[config.mk]
export PLATFORM = sky130hd
export DESIGN_NAME = output_stage
export DESIGN_NICKNAME = d
export VERILOG_FILES = /design/src/router_pkg.sv /design/src/output_stage.sv
export SDC_FILE = /design/constraint.sdc
export NUM_CORES = 1
export LEC_CHECK = 0
export BUFFER_PORTS_ARGS = -buffer_cell sky130_fd_sc_hd__buf_2
export CORE_AREA = 2 2 286 288
export CTS_CLUSTER_DIAMETER = 40
export CTS_CLUSTER_SIZE = 40
export DETAILED_ROUTE_END_ITERATION = 16
export DIE_AREA = 0 0 288 290
export MAX_ROUTING_LAYER = met4
export PLACE_DENSITY = 0.3
export SETUP_SLACK_MARGIN = 0.15
export SYNTH_ARGS = -nofsm -noshare
export SYNTH_HDL_FRONTEND = slang
export SYNTH_SLANG_ARGS = --single-unit
[constraint.sdc]
create_clock -name clk -period 4.3 [get_ports clk]
set_clock_uncertainty 0.2 [all_clocks]
set_input_delay 0.43 -clock clk [delete_from_list [all_inputs] [get_ports clk]]
set_output_delay 0.43 -clock clk [all_outputs]
set_load 0.02 [all_outputs]
[src/router_pkg.sv]
`default_nettype none

package router_pkg;

    localparam int FLIT_W    = 32;
    localparam int COORD_W   = 4;
    localparam int CREDIT_W  = 8;
    localparam int PORT_NUM  = 4;
    localparam int KIND_W    = 2;
    localparam int PAYLOAD_W = 16;

    // field offsets, kind in the top bits
    localparam int KIND_LSB   = FLIT_W - KIND_W;
    localparam int DEST_X_LSB = KIND_LSB - COORD_W;
    localparam int DEST_Y_LSB = DEST_X_LSB - COORD_W;

    typedef logic [FLIT_W-1:0]   flit_t;
    typedef logic [COORD_W-1:0]  coord_t;
    typedef logic [CREDIT_W-1:0] credit_t;

    typedef enum logic [KIND_W-1:0] {
        KIND_HEAD   = 2'd0,
        KIND_BODY   = 2'd1,
        KIND_TAIL   = 2'd2,
        KIND_CREDIT = 2'd3
    } flit_kind_t;

    typedef enum logic [1:0] {
        PORT_XPOS = 2'd0,
        PORT_YPOS = 2'd1,
        PORT_XNEG = 2'd2,
        PORT_YNEG = 2'd3
    } port_t;

    function automatic flit_kind_t flit_kind(input flit_t f);
        return flit_kind_t'(f[FLIT_W-1 -: KIND_W]);
    endfunction

    function automatic coord_t flit_dest_x(input flit_t f);
        return f[DEST_X_LSB +: COORD_W];
    endfunction

    function automatic coord_t flit_dest_y(input flit_t f);
        return f[DEST_Y_LSB +: COORD_W];
    endfunction

    // credit value rides in the payload, dest fields zero
    function automatic flit_t credit_flit(input credit_t c);
        flit_t f;
        f = '0;
        f[FLIT_W-1 -: KIND_W] = KIND_CREDIT;
        f[PAYLOAD_W-1:0] = PAYLOAD_W'(c);
        return f;
    endfunction

endpackage

`default_nettype wire

[src/output_stage.sv]
`timescale 1ns/1ns
`default_nettype none

module output_stage #(
    parameter int QUEUE_DEPTH      = 16,
    parameter int CREDIT_PERIOD    = 20,
    parameter int CREDIT_THRESHOLD = 4
) (
    input  wire                                              clk,
    input  wire                                              rst,
    input  wire  [router_pkg::PORT_NUM-1:0]                  credit_upd,
    input  wire router_pkg::credit_t [router_pkg::PORT_NUM-1:0] credit_val,
    input  wire router_pkg::credit_t [router_pkg::PORT_NUM-1:0] free_cnt,
    input  wire router_pkg::flit_t   [router_pkg::PORT_NUM-1:0] sw_flit,
    input  wire  [router_pkg::PORT_NUM-1:0]                  sw_valid,
    input  wire router_pkg::flit_t   [router_pkg::PORT_NUM-1:0] ej_flit,
    input  wire  [router_pkg::PORT_NUM-1:0]                  ej_valid,
    input  wire router_pkg::flit_t   [router_pkg::PORT_NUM-1:0] inject_flit,
    input  wire  [router_pkg::PORT_NUM-1:0]                  inject_valid,
    output logic [router_pkg::PORT_NUM-1:0]                  out_open,
    output logic [router_pkg::PORT_NUM-1:0]                  inject_avail,
    output router_pkg::flit_t        [router_pkg::PORT_NUM-1:0] out_flit,
    output logic [router_pkg::PORT_NUM-1:0]                  out_valid,
    output router_pkg::flit_t        [router_pkg::PORT_NUM-1:0] eject_flit,
    output logic [router_pkg::PORT_NUM-1:0]                  eject_valid
);
    import router_pkg::*;

    localparam int PER_W = $clog2(CREDIT_PERIOD + 1);

    logic [PER_W-1:0]    period_cnt;
    logic                credit_slot;
    credit_t             dn_credit [PORT_NUM];
    logic [PORT_NUM-1:0] credit_ok;
    logic [PORT_NUM-1:0] inj_own;

    // shared by all ports
    assign credit_slot = period_cnt == PER_W'(CREDIT_PERIOD - 1);

    always_ff @(posedge clk) begin
        if (rst || credit_slot) begin
            period_cnt <= '0;
        end else begin
            period_cnt <= period_cnt + 1'b1;
        end
    end

    // last credit value heard from downstream, and packet ownership
    always_ff @(posedge clk) begin
        if (rst) begin
            for (int p = 0; p < PORT_NUM; p++) begin
                dn_credit[p] <= credit_t'(QUEUE_DEPTH - 1);
            end
            inj_own <= '0;
        end else begin
            for (int p = 0; p < PORT_NUM; p++) begin
                if (credit_upd[p]) begin
                    dn_credit[p] <= credit_val[p];
                end
                if (inject_valid[p] && !sw_valid[p] &&
                    flit_kind(inject_flit[p]) == KIND_HEAD) begin
                    inj_own[p] <= 1'b1;
                end else if (inject_valid[p] && flit_kind(inject_flit[p]) == KIND_TAIL) begin
                    inj_own[p] <= 1'b0;
                end
            end
        end
    end

    always_comb begin
        for (int p = 0; p < PORT_NUM; p++) begin
            credit_ok[p]    = int'(dn_credit[p]) >= CREDIT_THRESHOLD;
            out_open[p]     = credit_ok[p] && !credit_slot && !inj_own[p];
            inject_avail[p] = credit_ok[p] && !credit_slot && (inj_own[p] || !sw_valid[p]);
        end
    end

    always_ff @(posedge clk) begin
        if (rst) begin
            out_valid   <= '0;
            eject_valid <= '0;
        end else begin
            out_valid   <= {PORT_NUM{credit_slot}} | sw_valid | inject_valid;
            eject_valid <= ej_valid;
        end
    end

    // credit flit first, then through traffic, then injection
    always_ff @(posedge clk) begin
        for (int p = 0; p < PORT_NUM; p++) begin
            if (credit_slot) begin
                out_flit[p] <= credit_flit(free_cnt[p]);
            end else if (sw_valid[p]) begin
                out_flit[p] <= sw_flit[p];
            end else begin
                out_flit[p] <= inject_flit[p];
            end
        end
        eject_flit <= ej_flit;
    end

endmodule

`default_nettype wire

# --- Word level (Yosys, flattened, before mapping) ---
# Memory sizes are Yosys's and may differ from the RTL's.
# Cells that the tools add are included.
totals:
  register_bits: 273
  mem_bits_rw: 32
  out_inout_bits: 272
  word_cells: 116
  memories: 1
memory_table:
  columns: ["memory", "depth", "width", "rd", "rd_clocked_by_memory_dff", "wr", "line", "source"]
  rows:
  - ["dn_credit", 4, 8, 4, 0, 4, "output_stage.sv:33", "credit_t dn_credit [PORT_NUM];"]
op_classes:
  n_addsub: 1
  n_lt_le_gt_ge: 4
  n_eq_ne: 5
  muxes: 34
  bitwise: 6
  n_reduce_logical: 46
op_table:
  columns: ["operator", "count"]
  rows:
  - ["$mux 32", 4]
  - ["$mux 8", 8]
  - ["$ge 8x3->1 const B", 4]
  - ["$logic_and 1x1->1", 24]
  - ["$mux 1", 22]
  - ["$logic_not 1->1", 9]
  - ["$eq 2x2->1 const B", 4]
  - ["$logic_not 2->1", 4]
  - ["$or 4x4->4", 2]
  - ["$reduce_bool 2->1", 4]
  - ["$add 5x1->5 const B", 1]
  - ["$eq 5x5->1 const B", 1]
  - ["$logic_or 1x1->1", 5]
  - ["$or 1x1->1", 4]

# --- Logic depth before layout (Yosys ltp) ---
logic_depth:
  word_depth: 4
  depth_mapped: 6
  ltp_nobuf: 4

# --- Worst setup path after synthesis ---
# OpenSTA, ideal clock, no wires.
synth_path:
  kind: "register to output"
  from: "register period_cnt[0]"
  to: "output port inject_avail[0] (netlist bit)"
  arrival_ps: 1317
  required_time_ps: 3670
  setup_slack_ps: 2353
  path_stages_with_launch: 6
  path_buffers: 1
  path_cell_list: "dfxtp_1 -> ha_1 -> nand4bb_1 -> clkbuf_1 -> o31ai_1 -> a21oi_1"
synth_between:
  elab_chain_len: 4
synth_rtl:
  columns: ["element", "line", "source"]
  rows:
  - ["start: declaration", "output_stage.sv:31", "logic [PER_W-1:0] period_cnt;"]
  - ["start signal: assignment", "output_stage.sv:44", "period_cnt <= period_cnt + 1'b1;"]
  - ["$eq 5x5->1", "output_stage.sv:38", "assign credit_slot = period_cnt == PER_W'(CREDIT_PERIOD - 1);"]
  - ["$logic_not 1->1", "output_stage.sv:74", "inject_avail[p] = credit_ok[p] && !credit_slot && (inj_own[p] || !sw_valid[p]);"]
  - ["$logic_and 1x1->1 (2 in a row)", "output_stage.sv:74", null]
  - ["end: declaration", "output_stage.sv:21", "output logic [router_pkg::PORT_NUM-1:0] inject_avail,"]
# Every way passes these cells.

==> results.py <==
metrics = {
    "drt": {
        "drc": 0,
        "first_pass_iters": 4,
        "vias": 9833,
        "drt-vias-per-instance": 3.24,
        "drt-initial-drc-count": 148,
        "drt_wl_total_um": 44700,
        "drt.antenna.violating_nets": 0,
        "wire_per_inst_um": 14.7,
    },
    "synthesis": {
        "synth-seq-area-share_pct": 69.3,
        "synth_cell_type_count": 31,
        "netlist_area_um2": 8920,
        "syn_avg_cell_area_um2": 12.4,
        "yosys_warnings": 0,
        "postSynthCellCount": 718,
        "synth_seq_cells": 297,
        "synthesis.nets": 1185,
    },
    "timing": {
        "fmax_mhz": 353,
        "worst_slew_pin_slew_ns": 0.830,
        "max_slew_margin_pct": 44.6,
        "setup_viol": 0,
        "grt_setup_unrepaired": "no",
        "fin_tns_setup_ns": 0,
        "fin_crit_ns": 2.83,
        "hold_violations": 0,
        "final-max-slew-violation-count": 0,
        "post-route-period-util_pct": 65.9,
    },
    "flow_run": {
        "maxCapViolations": 0,
    },
    "power_and_ir_drop": {
        "power_density_nw_per_um2": 484,
        "p_leak_uw": 0.00971,
        "ir_worst_vdd_mv": 0.248,
    },
    "cts": {
        "clkTransAtPathRegs_ns": 0.04,
        "h-tree-depth": 3,
        "cts-buffers-inserted": 69,
        "cts-root-buf": "clkbuf_16",
        "cts_tree": "done",
        "clock_latency_ns": 0.57,
        "post_cts_resize_count": 0,
        "cts.sinks": 297,
        "clock_path_buffers": 3,
    },
    "floorplanning": {
        "die_area_um2": 83500,
        "initial_core_util_pct": 11.1,
        "ios": 738,
        "core-area_um2": 80200,
        "rows": 104,
        "die_h_um": 290,
        "die_w_um": 288,
    },
    "critical_path": {
        "critPathRequiredTime_ns": 3.67,
        "worstSetupStartpointType": "flop",
        "critPathLaunch": "dn_credit[2][7]$_SDFFCE_PN0P_",
        "crit_type": "reg2out",
        "arrival_ns": 2.20,
        "critPathMaxFanout": 2,
        "rr_startpoint": "period_cnt[0]$_SDFF_PP0_",
        "cp-end-kind": "primary output",
    },
    "worst_hold_path": {
        "hp-start": "sw_flit[121]",
        "hold_class": "in2reg",
    },
    "place": {
        "placedCellCount": 2479,
        "gp_congestion": 0.786,
        "dp_hpwl_um": 33500,
        "port_buffers": 729,
    },
    "grt": {
        "antenna_found_initial": 9,
        "grt_pass1_vias": 10700,
        "grt_pass1_wl_um": 63400,
        "gr-total-overflow": 0,
        "gr-usage-all-layers_pct": 10.5,
        "grt_max_degree": 72,
    },
    "finish": {
        "post_layout_nonfiller_instances": 3031,
        "drive_gt1_share_pct": 44.0,
        "most-common-layout-cells": "buf_2, dlygate4sd3_1, dfxtp_1",
        "fillers": 8723,
        "layout.nets": 2375,
        "mostFrequentLayoutCell": "buf_2",
        "area_growth_pct": 130,
    },
    "status": {
        "status": "completed",
    },
}
where the power goes:
part           switching [uW]  total [uW]  internal (uW)  leakage [uW]
combinational             559        1190            632       0.00591
sequential               46.2        3030           2990       0.00255
clock                    1760        5700           3950       0.00125
total                    2360        9930           7570       0.00971
layout make-up:
cell class                 count  area [um^2]  area share, %
timing repair buffer        1156         7930           38.7
antenna                        6         15.0         0.0732
clock buffer                  88         1950           9.51
clock inverter                40          606           2.95
sequential                   297         6190           30.2
tap                         1060         1330           6.47
inverter                      13         48.8          0.238
multi-input combinational    371         2450           11.9
final timing paths:
path                                   end  slack (ns)  cells past startpoint
hold / removal    out_flit[121]$_SDFF_PP0_        0.02                      3
setup / recovery           inject_avail[2]        1.47                      4
setup reg to reg       out_flit[5]$_DFF_P_        1.54                      5
hold reg to reg   period_cnt[0]$_SDFF_PP0_        0.27                      1
cells by family (layout without fill, tap and decap cells):
family	after synthesis	count (layout)	share of synthesized area, %
buffers and inverters	50	1297	3.28
AO/OA/AOI/OAI	58	58	3.72
XOR/XNOR	2	2	0.196
other	0	6	0
adder cells (fa/ha/maj)	1	1	0.140
AND/OR/NAND/NOR	186	186	9.45
multiplexers	124	124	13.9
flip-flops	297	297	69.3
synth_stat cells:
| cell type | instances | area [um^2] |
|---|---|---|
| nand4bb_1 | 1 | 11.3 |
| mux2i_1 | 124 | 1240 |
| nand2b_1 | 8 | 50.1 |
| buf_2 | 18 | 90.1 |
| nor2_1 | 96 | 360 |
| nor3b_1 | 1 | 7.51 |
| o21ai_0 | 33 | 165 |
| xor2_1 | 1 | 8.76 |
| ha_1 | 1 | 12.5 |
| edfxtp_1 | 24 | 721 |
| dfxtp_1 | 273 | 5470 |
| or4_1 | 4 | 30.0 |
| a31oi_1 | 5 | 31.3 |
| nand4b_1 | 1 | 8.76 |
| a311oi_1 | 4 | 35.0 |
| buf_4 | 6 | 45.0 |
| a21oi_1 | 8 | 40.0 |
| nor3_1 | 3 | 15.0 |
| and4bb_4 | 1 | 16.3 |
| nor2b_1 | 9 | 56.3 |
| nand2_1 | 40 | 150 |
| nand3_1 | 1 | 5.00 |
| or2_2 | 4 | 25.0 |
| o211ai_1 | 4 | 30.0 |
| nand3b_1 | 1 | 7.51 |
| o31ai_1 | 4 | 30.0 |
| buf_6 | 8 | 90.1 |
| and2_1 | 16 | 100 |
| clkbuf_1 | 5 | 18.8 |
| inv_1 | 13 | 48.8 |
| xnor2_1 | 1 | 8.76 |
stage by stage:
step / power, uW / area (um^2) / setup WS (ns) / hold slack, ns / utilization (%)
CTS: 10100 / 20500 / 1.29 / 0.000465 / 25.6
finish: 9930 / 20500 / 1.47 / 0.0165 / 25.6
global route: 10400 / 20500 / 1.30 / 0.00906 / 25.6
global placement: 3950 / 13800 / 1.96 / 0.248 / 17.2
detailed placement: 3950 / 13800 / 1.96 / 0.262 / 17.2
floorplan: 3470 / 8920 / 2.35 / 0.228 / -
worst max-delay path, cell delays in order, from the launching register on:
cell and delay [ns]:
edfxtp_1 0.34, or4_1 0.55, o31ai_1 0.43, a21oi_1 0.10
buf_2 0.20
per-layer routing:
metal  up-vias  track usage, %  wire length [um]
met1      4468            9.79             16100
met3        98            3.55              3670
li1       4828               -                 -
met2       439            19.4             23600
met4         0            4.20              1330
met5         -               -                 0
state kept, by name, indices dropped and copies added, names as in the netlist:
register	cells
out_valid	4
eject_valid	4
out_flit	128
period_cnt	5
dn_credit	24
inj_own	4
eject_flit	128
what timing repair did:
action | in CTS | in global routing
hold buffers | 417 | 1
hold endpoints to repair | 297 | 1
buffers inserted | 0 | 0
No activity file was read; power rests on OpenSTA's default activity.
